`src/include/x86_pipe_consts.svh`:
```
`ifndef X86_PIPE_CONSTS_SVH
`define X86_PIPE_CONSTS_SVH

// Datapath and register file sizes
`define XLEN_W        32
`define REG_COUNT     8
`define REG_IDX_W     3
`define IMM_W         16
`define STORE_ADDR_W  16

// Instruction word fields
`define OPC_MSB       31
`define OPC_LSB       28
`define DST_MSB       27
`define DST_LSB       25
`define SRC_MSB       24
`define SRC_LSB       22
`define IMM_MSB       15

`endif

```
`src/source/x86_pipe_pkg.sv`:
```
`default_nettype none

`include "x86_pipe_consts.svh"

package x86_pipe_pkg;

   typedef enum logic [3:0] {
      op_nop   = 4'd0,
      op_add,
      op_sub,
      op_and,
      op_or,
      op_xor,
      op_addi,
      op_movi,
      op_store
   } opcode_e;

   typedef logic [`XLEN_W-1:0]       word_t;
   typedef logic [`REG_IDX_W-1:0]    reg_idx_t;
   typedef logic [`STORE_ADDR_W-1:0] store_addr_t;

   // Ops that update the destination register
   function automatic logic op_writes_reg(opcode_e op);
      return (op != op_nop) && (op != op_store);
   endfunction

endpackage

`default_nettype wire

```
`src/source/decode_stage.sv`:
```
`timescale 1ns/1ps
`default_nettype none

`include "x86_pipe_consts.svh"

module decode_stage (
   input  wire                         clk,
   input  wire                         rst_n,
   input  wire                         instr_valid,
   output logic                        instr_ready,
   input  wire  x86_pipe_pkg::word_t    instr_word,
   output logic                        issue_valid,
   input  wire                         issue_ready,
   output x86_pipe_pkg::opcode_e       issue_opcode,
   output x86_pipe_pkg::reg_idx_t      issue_dst,
   output x86_pipe_pkg::word_t         issue_a,
   output x86_pipe_pkg::word_t         issue_b,
   output x86_pipe_pkg::reg_idx_t      rd_idx_a,
   output x86_pipe_pkg::reg_idx_t      rd_idx_b,
   input  wire  x86_pipe_pkg::word_t    rd_data_a,
   input  wire  x86_pipe_pkg::word_t    rd_data_b,
   input  wire                         retire_en,
   input  wire  x86_pipe_pkg::reg_idx_t retire_idx
);
   import x86_pipe_pkg::*;

   logic                  full;
   word_t                 instr_q;
   logic [`REG_COUNT-1:0] scoreboard;   // Writes in flight per register
   logic [`REG_COUNT-1:0] sb_set;
   logic [`REG_COUNT-1:0] sb_clr;
   logic [3:0]            opc_field;
   reg_idx_t              dst_idx;
   reg_idx_t              src_idx;
   logic [`IMM_W-1:0]     imm;
   logic                  check_dst;
   logic                  reads_src;
   logic                  hazard;
   logic                  issue_fire;

   assign opc_field = instr_q[`OPC_MSB:`OPC_LSB];
   assign dst_idx   = instr_q[`DST_MSB:`DST_LSB];
   assign src_idx   = instr_q[`SRC_MSB:`SRC_LSB];
   assign imm       = instr_q[`IMM_MSB:0];

   always_comb begin
      if (opc_field > op_store)
         issue_opcode = op_nop;   // Undefined codes
      else
         issue_opcode = opcode_e'(opc_field);
   end

   // Dst is read or written by everything but nop, so it also guards WAW
   assign check_dst = (issue_opcode != op_nop);
   assign reads_src = (issue_opcode inside {op_add, op_sub, op_and, op_or, op_xor});
   assign hazard    = (check_dst & scoreboard[dst_idx]) | (reads_src & scoreboard[src_idx]);

   assign issue_valid = full & ~hazard;
   assign issue_fire  = issue_valid & issue_ready;
   assign instr_ready = ~full | issue_fire;

   assign rd_idx_a  = dst_idx;
   assign rd_idx_b  = src_idx;
   assign issue_dst = dst_idx;
   assign issue_a   = rd_data_a;
   assign issue_b   = (issue_opcode inside {op_addi, op_movi, op_store}) ?
                      {{(`XLEN_W-`IMM_W){1'b0}}, imm} : rd_data_b;

   always_comb begin
      sb_set = '0;
      sb_clr = '0;
      if (issue_fire && op_writes_reg(issue_opcode))
         sb_set[dst_idx] = 1'b1;
      if (retire_en)
         sb_clr[retire_idx] = 1'b1;
   end

   always_ff @(posedge clk) begin
      if (!rst_n) begin
         full       <= 1'b0;
         scoreboard <= '0;
      end else begin
         if (instr_valid && instr_ready)
            full <= 1'b1;
         else if (issue_fire)
            full <= 1'b0;
         scoreboard <= (scoreboard & ~sb_clr) | sb_set;
      end
   end

   always_ff @(posedge clk) begin
      if (instr_valid && instr_ready)
         instr_q <= instr_word;
   end

   // Retire from writeback must match a bit set at issue
   a_retire_pending : assert property (@(posedge clk) disable iff (!rst_n)
      retire_en |-> scoreboard[retire_idx]);

endmodule

`default_nettype wire

```
`src/source/execute_stage.sv`:
```
`timescale 1ns/1ps
`default_nettype none

`include "x86_pipe_consts.svh"

module execute_stage (
   input  wire                            clk,
   input  wire                            rst_n,
   input  wire                            issue_valid,
   output logic                           issue_ready,
   input  wire  x86_pipe_pkg::opcode_e     issue_opcode,
   input  wire  x86_pipe_pkg::reg_idx_t    issue_dst,
   input  wire  x86_pipe_pkg::word_t       issue_a,
   input  wire  x86_pipe_pkg::word_t       issue_b,
   output logic                           res_valid,
   input  wire                            res_ready,
   output x86_pipe_pkg::opcode_e          res_opcode,
   output x86_pipe_pkg::reg_idx_t         res_dst,
   output x86_pipe_pkg::word_t            res_data,
   output x86_pipe_pkg::store_addr_t      res_addr
);
   import x86_pipe_pkg::*;

   logic  fire;
   word_t alu_out;

   // One entry that refills in the same cycle it drains
   assign issue_ready = ~res_valid | res_ready;
   assign fire        = issue_valid & issue_ready;

   always_comb begin
      case (issue_opcode)
         op_add,
         op_addi:  alu_out = issue_a + issue_b;   // Wraps at 32 bits
         op_sub:   alu_out = issue_a - issue_b;
         op_and:   alu_out = issue_a & issue_b;
         op_or:    alu_out = issue_a | issue_b;
         op_xor:   alu_out = issue_a ^ issue_b;
         op_movi:  alu_out = issue_b;
         op_store: alu_out = issue_a;             // Store data
         default:  alu_out = '0;
      endcase
   end

   always_ff @(posedge clk) begin
      if (!rst_n) begin
         res_valid <= 1'b0;
      end else if (fire) begin
         res_valid <= 1'b1;
      end else if (res_ready) begin
         res_valid <= 1'b0;
      end
   end

   always_ff @(posedge clk) begin
      if (fire) begin
         res_opcode <= issue_opcode;
         res_dst    <= issue_dst;
         res_data   <= alu_out;
         res_addr   <= issue_b[`STORE_ADDR_W-1:0];
      end
   end

   a_res_hold : assert property (@(posedge clk) disable iff (!rst_n)
      res_valid && !res_ready |=> res_valid && $stable(res_opcode) &&
      $stable(res_dst) && $stable(res_data) && $stable(res_addr));

endmodule

`default_nettype wire

```
`src/source/register_file.sv`:
```
`timescale 1ns/1ps
`default_nettype none

`include "x86_pipe_consts.svh"

module register_file (
   input  wire                         clk,
   input  wire                         rst_n,
   input  wire  x86_pipe_pkg::reg_idx_t rd_idx_a,
   input  wire  x86_pipe_pkg::reg_idx_t rd_idx_b,
   output x86_pipe_pkg::word_t         rd_data_a,
   output x86_pipe_pkg::word_t         rd_data_b,
   input  wire                         wr_en,
   input  wire  x86_pipe_pkg::reg_idx_t wr_idx,
   input  wire  x86_pipe_pkg::word_t    wr_data
);
   import x86_pipe_pkg::*;

   word_t regs [`REG_COUNT];

   always_ff @(posedge clk) begin
      if (!rst_n) begin
         for (int i = 0; i < `REG_COUNT; i++) begin
            regs[i] <= '0;
         end
      end else if (wr_en) begin
         regs[wr_idx] <= wr_data;
      end
   end

   // Async reads see a write the cycle after wr_en
   assign rd_data_a = regs[rd_idx_a];
   assign rd_data_b = regs[rd_idx_b];

endmodule

`default_nettype wire

```
`src/source/writeback_stage.sv`:
```
`timescale 1ns/1ps
`default_nettype none

module writeback_stage (
   input  wire                            clk,
   input  wire                            rst_n,
   input  wire                            res_valid,
   output logic                           res_ready,
   input  wire  x86_pipe_pkg::opcode_e     res_opcode,
   input  wire  x86_pipe_pkg::reg_idx_t    res_dst,
   input  wire  x86_pipe_pkg::word_t       res_data,
   input  wire  x86_pipe_pkg::store_addr_t res_addr,
   output logic                           wr_en,
   output x86_pipe_pkg::reg_idx_t         wr_idx,
   output x86_pipe_pkg::word_t            wr_data,
   output logic                           retire_en,
   output x86_pipe_pkg::reg_idx_t         retire_idx,
   output logic                           wmem_valid,
   input  wire                            wmem_ready,
   output x86_pipe_pkg::store_addr_t      wmem_address,
   output x86_pipe_pkg::word_t            wmem_data,
   output logic                           commit_valid,
   output x86_pipe_pkg::opcode_e          commit_opcode,
   output x86_pipe_pkg::reg_idx_t         commit_reg,
   output x86_pipe_pkg::word_t            commit_data
);
   import x86_pipe_pkg::*;

   logic     res_fire;
   logic     mem_fire;
   logic     is_store;
   reg_idx_t store_reg;

   // Pending store blocks new results, so two commits never collide
   assign res_ready = ~wmem_valid;
   assign res_fire  = res_valid & res_ready;
   assign mem_fire  = wmem_valid & wmem_ready;
   assign is_store  = (res_opcode == op_store);

   // Scoreboard clears on the same edge the register file is written
   assign retire_en  = wr_en;
   assign retire_idx = wr_idx;

   always_ff @(posedge clk) begin
      if (!rst_n) begin
         wr_en        <= 1'b0;
         commit_valid <= 1'b0;
         wmem_valid   <= 1'b0;
      end else begin
         wr_en        <= res_fire & op_writes_reg(res_opcode);
         commit_valid <= (res_fire & ~is_store) | mem_fire;
         if (res_fire && is_store)
            wmem_valid <= 1'b1;
         else if (mem_fire)
            wmem_valid <= 1'b0;
      end
   end

   always_ff @(posedge clk) begin
      if (res_fire) begin
         wr_idx  <= res_dst;
         wr_data <= res_data;
      end
      if (res_fire && is_store) begin
         wmem_address <= res_addr;
         wmem_data    <= res_data;
         store_reg    <= res_dst;
      end
      if (mem_fire) begin
         commit_opcode <= op_store;
         commit_reg    <= store_reg;
         commit_data   <= wmem_data;
      end else if (res_fire && !is_store) begin
         commit_opcode <= res_opcode;
         commit_reg    <= res_dst;
         commit_data   <= res_data;   // Zero for nop
      end
   end

   a_wmem_hold : assert property (@(posedge clk) disable iff (!rst_n)
      wmem_valid && !wmem_ready |=>
      wmem_valid && $stable(wmem_address) && $stable(wmem_data));

endmodule

`default_nettype wire

```
`src/source/x86_pipe_top.sv`:
```
`timescale 1ns/1ps
`default_nettype none

module x86_pipe_top (
   input  wire                            clk,
   input  wire                            rst_n,
   input  wire                            instr_valid,
   output logic                           instr_ready,
   input  wire  x86_pipe_pkg::word_t       instr_word,
   output logic                           wmem_valid,
   input  wire                            wmem_ready,
   output x86_pipe_pkg::store_addr_t      wmem_address,
   output x86_pipe_pkg::word_t            wmem_data,
   output logic                           commit_valid,
   output x86_pipe_pkg::opcode_e          commit_opcode,
   output x86_pipe_pkg::reg_idx_t         commit_reg,
   output x86_pipe_pkg::word_t            commit_data
);
   import x86_pipe_pkg::*;

   // Issue handshake
   logic        issue_valid;
   logic        issue_ready;
   opcode_e     issue_opcode;
   reg_idx_t    issue_dst;
   word_t       issue_a;
   word_t       issue_b;

   // Result handshake
   logic        res_valid;
   logic        res_ready;
   opcode_e     res_opcode;
   reg_idx_t    res_dst;
   word_t       res_data;
   store_addr_t res_addr;

   // Register file ports and scoreboard retire
   reg_idx_t    rd_idx_a;
   reg_idx_t    rd_idx_b;
   word_t       rd_data_a;
   word_t       rd_data_b;
   logic        wr_en;
   reg_idx_t    wr_idx;
   word_t       wr_data;
   logic        retire_en;
   reg_idx_t    retire_idx;

   decode_stage i_decode (
      .clk          (clk),
      .rst_n        (rst_n),
      .instr_valid  (instr_valid),
      .instr_ready  (instr_ready),
      .instr_word   (instr_word),
      .issue_valid  (issue_valid),
      .issue_ready  (issue_ready),
      .issue_opcode (issue_opcode),
      .issue_dst    (issue_dst),
      .issue_a      (issue_a),
      .issue_b      (issue_b),
      .rd_idx_a     (rd_idx_a),
      .rd_idx_b     (rd_idx_b),
      .rd_data_a    (rd_data_a),
      .rd_data_b    (rd_data_b),
      .retire_en    (retire_en),
      .retire_idx   (retire_idx)
   );

   register_file i_regs (
      .clk       (clk),
      .rst_n     (rst_n),
      .rd_idx_a  (rd_idx_a),
      .rd_idx_b  (rd_idx_b),
      .rd_data_a (rd_data_a),
      .rd_data_b (rd_data_b),
      .wr_en     (wr_en),
      .wr_idx    (wr_idx),
      .wr_data   (wr_data)
   );

   execute_stage i_execute (
      .clk          (clk),
      .rst_n        (rst_n),
      .issue_valid  (issue_valid),
      .issue_ready  (issue_ready),
      .issue_opcode (issue_opcode),
      .issue_dst    (issue_dst),
      .issue_a      (issue_a),
      .issue_b      (issue_b),
      .res_valid    (res_valid),
      .res_ready    (res_ready),
      .res_opcode   (res_opcode),
      .res_dst      (res_dst),
      .res_data     (res_data),
      .res_addr     (res_addr)
   );

   writeback_stage i_writeback (
      .clk           (clk),
      .rst_n         (rst_n),
      .res_valid     (res_valid),
      .res_ready     (res_ready),
      .res_opcode    (res_opcode),
      .res_dst       (res_dst),
      .res_data      (res_data),
      .res_addr      (res_addr),
      .wr_en         (wr_en),
      .wr_idx        (wr_idx),
      .wr_data       (wr_data),
      .retire_en     (retire_en),
      .retire_idx    (retire_idx),
      .wmem_valid    (wmem_valid),
      .wmem_ready    (wmem_ready),
      .wmem_address  (wmem_address),
      .wmem_data     (wmem_data),
      .commit_valid  (commit_valid),
      .commit_opcode (commit_opcode),
      .commit_reg    (commit_reg),
      .commit_data   (commit_data)
   );

endmodule

`default_nettype wire

```
`config.mk`:
```
export PLATFORM = sky130hd
export DESIGN_NAME = x86_pipe_top
export DESIGN_NICKNAME = d
export VERILOG_FILES = /design/src/source/x86_pipe_pkg.sv /design/src/source/decode_stage.sv /design/src/source/execute_stage.sv /design/src/source/register_file.sv /design/src/source/writeback_stage.sv /design/src/source/x86_pipe_top.sv
export VERILOG_INCLUDE_DIRS = /design/src /design/src/include
export SDC_FILE = /design/constraint.sdc
export NUM_CORES = 1
export LEC_CHECK = 0
export BUFFER_PORTS_ARGS = -buffer_cell sky130_fd_sc_hd__buf_2
export CAP_MARGIN = 0
export CORE_MARGIN = 10
export CORE_UTILIZATION = 52
export DETAILED_ROUTE_END_ITERATION = 10
export GPL_TIMING_DRIVEN = 0
export HOLD_SLACK_MARGIN = 0.05
export PLACE_DENSITY = 0.72
export SLEW_MARGIN = 0
export SYNTH_ARGS = -nofsm -noshare
export SYNTH_HDL_FRONTEND = slang
export SYNTH_SLANG_ARGS = --single-unit
```
`constraint.sdc`:
```
create_clock -name clk -period 9.8 [get_ports clk]
set_clock_uncertainty 0.05 [all_clocks]
set_input_delay 0 -clock clk [delete_from_list [all_inputs] [get_ports clk]]
set_output_delay 0 -clock clk [all_outputs]
set_load 0.1 [all_outputs]
```
-- Word-level counts from Yosys, hierarchy flattened
Memory sizes are Yosys's and may differ from the RTL's. A register that Yosys moved wholly into a read port is not among the register bits.
Cells that the tools add are included.
Widths: inputs -> output; s select.
- flip-flop bits (word level): 225
- memory bits (writable): 256
- bits of input ports: 36
- output and inout port bits: 90
- logic and storage cells: 113
- memories kept: 1
- memories (memory ; depth ; bits a word ; read ports ; clocked after memory_dff ; wr ports ; line ; text):
    i_regs.regs ; 8 ; 32 ; 2 ; 2 ; 8 ; register_file.sv:19 ; word_t regs [`REG_COUNT];
- $add $sub $neg: 2
- order comparisons: 6
- equality and inequality tests: 12
- multiplexer cells: 32
- bitwise operators: 23
- reduce and logical (&&, ||, !) cells: 18
- operators by type and width (kind ; number):
    $pmux 32 s7 ; 1
    $mux 32 ; 4
    $add 32x32->32 ; 1
    $and 32x32->32 ; 1
    $or 32x32->32 ; 1
    $reduce_or 32->1 ; 1
    $sub 32x32->32 ; 1
    $xor 32x32->32 ; 1
    $eq 4x3->1 const B ; 4
    $mux 8 ; 2
    $mux 1 ; 15
    $mux 3 ; 5
    $lt 3x4->1 const B ; 3
    $and 1x1->1 ; 8
    $and 8x8->8 ; 1
    $eq 4x2->1 const B ; 2
    $eq 4x4->1 const B ; 2
    $logic_and 1x1->1 ; 8
    $ne 4x4->1 const B ; 2
    $not 8->8 ; 1
    $or 8x8->8 ; 1
    $reduce_bool 4->1 ; 2
    $bmux 1 s3 ; 2
    $demux 1 s3 ; 2
    other kinds (12) ; 22

-- Depth between registers and ports, before layout
- depth after elaboration: 12
- gate-level depth with buffers: 26
- gate-level depth less buffers: 23

-- Modules after synthesis
Synthesis repeated with hierarchy kept, for this count alone.
- cell total of the unflattened synthesis: 1890
- area, all modules: 26082.5 um^2
- by module, submodules not included (module ; instances ; cells each ; area an instance (um^2) ; seq. area each (um^2)):
    register_file ; 1 ; 843 ; 13545.5 ; 7687.4
    execute_stage ; 1 ; 684 ; 6130.9 ; 1671.6
    writeback_stage ; 1 ; 189 ; 4349.2 ; 3773.6
    decode_stage ; 1 ; 174 ; 2057.0 ; 960.9

-- Worst setup path before layout
No wires, ideal clock.
- kind: register to register
- start point: reg i_decode.instr_q[31]
- end point: reg i_decode.instr_q[0], enable pin
- arrival time: 7.564 ns
- required time: 9.369 ns
- path slack: 1.805 ns
- stages on the path, launching flop included: 12
- path through: edfxtp_1 buf_2 or4b_1 buf_6 clkinv_4 clkbuf_1 o22ai_1 o221a_2 a21boi_0 nand2b_1 nand2_1 inv_1
- word-level cells in the longest chain between the ends: 11
- elaborated cells on any way between the ends: 17
- ends and longest elaborated chain (item ; line ; text):
    start, declared ; decode_stage.sv:28 ; word_t instr_q;
    start signal, assigned ; decode_stage.sv:93 ; instr_q <= instr_word;
    $gt 4x4->1 ; decode_stage.sv:47 ; if (opc_field > op_store)
    $mux 4 (*) ; decode_stage.sv:47 ;
    named net i_decode.issue_opcode[3] ; decode_stage.sv:14 ; output x86_pipe_pkg::opcode_e issue_opcode,
    $eq 4x1->1, or another cell as far along ; decode_stage.sv:55 ; assign reads_src = (issue_opcode inside {op_add, op_sub, op_and, op_or, op_xor});
    $reduce_bool 5->1 ; decode_stage.sv:55 ;
    $and 1x1->1 ; decode_stage.sv:56 ; assign hazard = (check_dst & scoreboard[dst_idx]) | (reads_src & scoreboard[src_idx]);
    $or 1x1->1 (*) ; decode_stage.sv:56 ;
    $not 1->1 (*) ; decode_stage.sv:58 ; assign issue_valid = full & ~hazard;
    $and 1x1->1 (*) ; decode_stage.sv:58 ;
    $and 1x1->1 (*) ; decode_stage.sv:59 ; assign issue_fire = issue_valid & issue_ready;
    named net i_decode.issue_fire ; decode_stage.sv:39 ; logic issue_fire;
    $or 1x1->1 (*) ; decode_stage.sv:60 ; assign instr_ready = ~full | issue_fire;
    named net instr_ready ; x86_pipe_top.sv:8 ; output logic instr_ready,
    $logic_and 1x1->1 (*) ; decode_stage.sv:92 ; if (instr_valid && instr_ready)
Mark *: on every way through the listed nets, which the timed path passes. The rest lies on a longest branch.
A chain may end at the register's enable or synchronous reset.

-- Final worst setup path
- start point: reg i_decode.instr_q[31]
- end point: reg i_execute.res_data[31] (data pin)
- word-level cells in the longest chain between the ends: 7
- elaborated cells on any way between the ends: 19
- ends and longest elaborated chain (item ; line ; text):
    $gt 4x4->1 ; decode_stage.sv:47 ;
    $mux 4 (*) ; decode_stage.sv:47 ;
    named net i_decode.issue_opcode[3] ; decode_stage.sv:14 ;
    $eq 4x3->1 / $eq 4x4->1 (equally long branches) ; decode_stage.sv:66 ; assign issue_b = (issue_opcode inside {op_addi, op_movi, op_store}) ?
    $reduce_bool 3->1 (*) ; decode_stage.sv:66 ;
    $mux 32 (*) ; decode_stage.sv:66 ;
    named net i_decode.issue_b[2] ; decode_stage.sv:17 ; output x86_pipe_pkg::word_t issue_b,
    $sub 32x32->32 / $add 32x32->32 (equally long branches) ; execute_stage.sv:35, execute_stage.sv:34 ;
    $pmux 32 s7 (*) ; execute_stage.sv:32 ; case (issue_opcode)
    named net i_execute.alu_out[31] ; execute_stage.sv:25 ; word_t alu_out;
    end signal, assigned ; execute_stage.sv:59 ; res_data <= alu_out;
    end, declared ; execute_stage.sv:19 ; output x86_pipe_pkg::word_t res_data,
Marked as above.

==> impl_metrics.tcl <==
set metrics [dict create \
    cp_data_arrival_time_ps 7460 \
    syn_area_sq_um 25300 \
    final_nets 2170 \
    p_int_mw 3.90 \
    slew_violations 0 \
    required_ps 10060 \
    power_frac_seq_pct 44.4 \
    grt_max_degree 40 \
    worstHoldEndpoint "i_decode.instr_q[23]$_DFFE_PP_" \
    synthToLayoutAreaGrowth_pct 15.2 \
    synth_async_sr_flop_share_pct 0 \
    wl_per_cell_um 26.7 \
    synth-edff-count 458 \
    fin_crit_sh_pct 73.4 \
    power_mw 5.51 \
    die_x_um 240 \
    avgSynthCellArea_sq_um 14.0 \
    drc 0 \
    worst_pin_slew_ps 1380 \
    antenna_found_initial 3 \
    whs_ps 55.8 \
    syn_inst 1807 \
    dp_slack_ps 2640 \
    regToRegSetupSlack_ps 2600 \
    peakVddDrop_mv 0.125 \
    drt_iter0_drc 2142 \
    p_leak_nw 11.1 \
    cp_max_fo 10 \
    worstSetupPathType "flop to flop" \
    core-area_sq_um 47900 \
    grt_pass1_vias 16700 \
    setup_viol 0 \
    clockBufferDepth 3 \
    r2r-end "i_execute.res_data[31]$_DFFE_PP_" \
    pwr-share-clk_pct 34.7 \
    drtPass1Iterations 5 \
    finalHoldViolCount 0 \
    end_kind "flop" \
    fin_crit_ps 7200 \
    cts_tree "yes" \
    synth_cell_types 75 \
    root_buffer "clkbuf_16" \
    utilization_pct 60.7 \
    clock_latency_ps 620 \
    grt_pass1_wl_mm 106 \
    die_h_um 240 \
    drive_above_1_share_pct 20.2 \
    overflow 0 \
    power_density_nw_per_um2 189 \
    r2r_start "i_decode.instr_q[31]$_DFFE_PP_" \
    io_pins 126 \
    io_buffers 118 \
    largest_reg_flops 256 \
    slew_headroom_pct 7.03 \
    ff2ff_path_depth 25 \
    htreeDepth 2 \
    start_kind "flop" \
    fmax_mhz 139 \
    regMostFlops "i_regs.regs" \
    vias_per_cell 6.21 \
    place_congestion 0.959 \
    grt_usage_pct 25.0 \
    die_area_sq_um 57800 \
    syn_nets 1942 \
    yosysWarnings 0 \
    power.share.combinational_pct 20.9 \
    p_switching_mw 1.60 \
    clkSinkCount 481 \
    max_cap_violations 0 \
    drt-total-wl_mm 71.9 \
    ys.flop_type "edfxtp_1" \
    cts_made_buffers 50 \
    p_sw_share_pct 29.1 \
    rows 80 \
    ys_seq_area_share_pct 56.2 \
    dp_hpwl_mm 51.8 \
    synth_seq_cells 481 \
    vias 16700 \
    hold_depth 2 \
    min_from "instr_word[23]" \
    nFillCells 3601 \
    clk_pin_slew_ps 70 \
    ant_nets 0 \
    worst_slack_ps 2600 \
    rsz0062_at_grt "false" \
    hold_class "input pin to flop" \
    outcome "finished, final reports clean" \
    multi_input_area_sq_um 10400 \
    register_area_sq_um 14200 \
    start_util_pct 52.7 \
]
-- kinds of logic after synthesis --
group / synth area share (%)
flip-flops: 56.2
AND/OR/NAND/NOR: 10.5
AO/OA/AOI/OAI: 7.61
multiplexers: 15.5
buffers and inverters: 3.16
adder cells (fa/ha/maj): 4.93
XOR/XNOR: 2.01
-- power by group through the flow --
stage | clock, mW | sequential [mW] | combinational [mW]
floorplan | 0 | 2.54 | 0.734
finish | 1.91 | 2.44 | 1.15
global placement | 0 | 2.49 | 1.08
CTS | 1.93 | 2.44 | 1.14
detailed placement | 0 | 2.48 | 1.12
global route | 2.01 | 2.45 | 1.24
-- worst max-delay path, stage by stage, from the launching register on --
cell and delay [ps]:
edfxtp_1 350, buf_2 180, or4b_1 200, buf_6 180, clkinv_4 110, clkbuf_1 360, o21ai_0 490, o31ai_1 370
or4_4 540, nor2_4 270, and4_1 280, and2_1 190, and2b_1 200, a21oi_1 100, xnor2_1 180, ha_1 390
a21oi_1 150, o21ai_0 140, a2111oi_0 380, nand3_1 210, and2_1 260, a211oi_1 420, o31ai_1 200, a21oi_1 330
xnor2_1 160, o221ai_1 180
-- timing repair --
action,in CTS,in global routing
endpoints found under the hold margin,34,0
setup buffers,0,0
gates resized for setup,0,0
hold buffers,44,0
setup endpoints to repair,0,0
-- cells in the final DEF, fill, tap and decap left out, types with 53 or more instances in the layout --
master | Yosys | layout
inv_1 | 87 | 86
a21oi_1 | 57 | 57
mux4_2 | 110 | 110
clkbuf_1 | 72 | 84
edfxtp_1 | 458 | 458
clkbuf_16 | 0 | 53
nor2_1 | 57 | 57
ha_1 | 98 | 98
mux2i_1 | 87 | 87
buf_2 | 7 | 125
and2_1 | 263 | 263
-- cells in the mapped netlist (all sizes together) (3+ instances only) --
master,n,share of area (%)
edfxtp,458,54
and2,264,6.5
mux4,110,9.8
ha,98,4.9
inv,88,1.3
mux2i,87,3.4
clkbuf,72,1.1
nor2,58,0.89
a21oi,57,1.1
o21ai,56,1.1
mux2,51,2.3
xnor2,49,1.7
nand2,36,0.54
buf,31,0.75
o221ai,27,0.94
a22oi,24,0.71
dfxtp,23,1.8
a221oi,20,0.81
nand2b,20,0.50
nand3,16,0.36
o31ai,16,0.53
a22o,13,0.45
nor3,12,0.28
a31oi,10,0.25
a21o,9,0.27
xor2,9,0.31
a21boi,8,0.24
nor2b,8,0.20
o22ai,7,0.17
and3,6,0.15
and4,6,0.22
or3,6,0.15
nand4,5,0.12
o21bai,5,0.15
a221o,4,0.16
nor3b,4,0.12
o21a,4,0.12
a211oi,3,0.089
or2,3,0.074
or4,3,0.12
-- area by class of cell --
type	instances	area share (%)
clock buffer	68	4.85
timing repair buffer	176	4.56
sequential	481	48.8
antenna	2	0.0172
clock inverter	25	0.773
tap	615	2.64
inverter	89	1.16
multi-input combinational	1134	35.6
buffer	103	1.58
-- per-layer routing --
metal | up-vias | track usage (%) | share of wire [%]
met5 | - | 0 | 0
met4 | 0 | 8.45 | 2.8
met3 | 124 | 4.00 | 10
met2 | 874 | 39.3 | 47
met1 | 8395 | 34.9 | 40
li1 | 7341 | - | -
-- how the worst max path moves through the flow --
stage / start / endpoint / slack (ps) / cells past startpoint
6_report: i_decode.instr_q[31]$_DFFE_PP_ / i_execute.res_data[31]$_DFFE_PP_ / 2600 / 25
5_1_grt: flop / i_execute.res_data[31]$_DFFE_PP_ / 2210 / 17
4_1_cts: flop / i_execute.res_data[31]$_DFFE_PP_ / 2630 / 17
3_5_place_dp: flop / i_execute.res_data[31]$_DFFE_PP_ / 2640 / 17
3_3_place_gp: i_decode.instr_q[31]$_DFFE_PP_ / i_decode.instr_q[15]$_DFFE_PP_ / -280 / 11
2_1_floorplan: i_decode.instr_q[31]$_DFFE_PP_ / i_decode.instr_q[0]$_DFFE_PP_ / 1810 / 11
-- per-stage QoR --
stage | std cells | setup TNS, ps | cell area, sq um
6_report | 2693 | 0 | 29100
5_1_grt | 2693 | 0 | 29100
4_1_cts | 2691 | 0 | 29100
3_5_place_dp | 2554 | 0 | 27000
3_3_place_gp | 2540 | -7190 | 26600
2_1_floorplan | 1807 | 0 | 25300
Note: power is estimated with default switching activity, not from simulation.
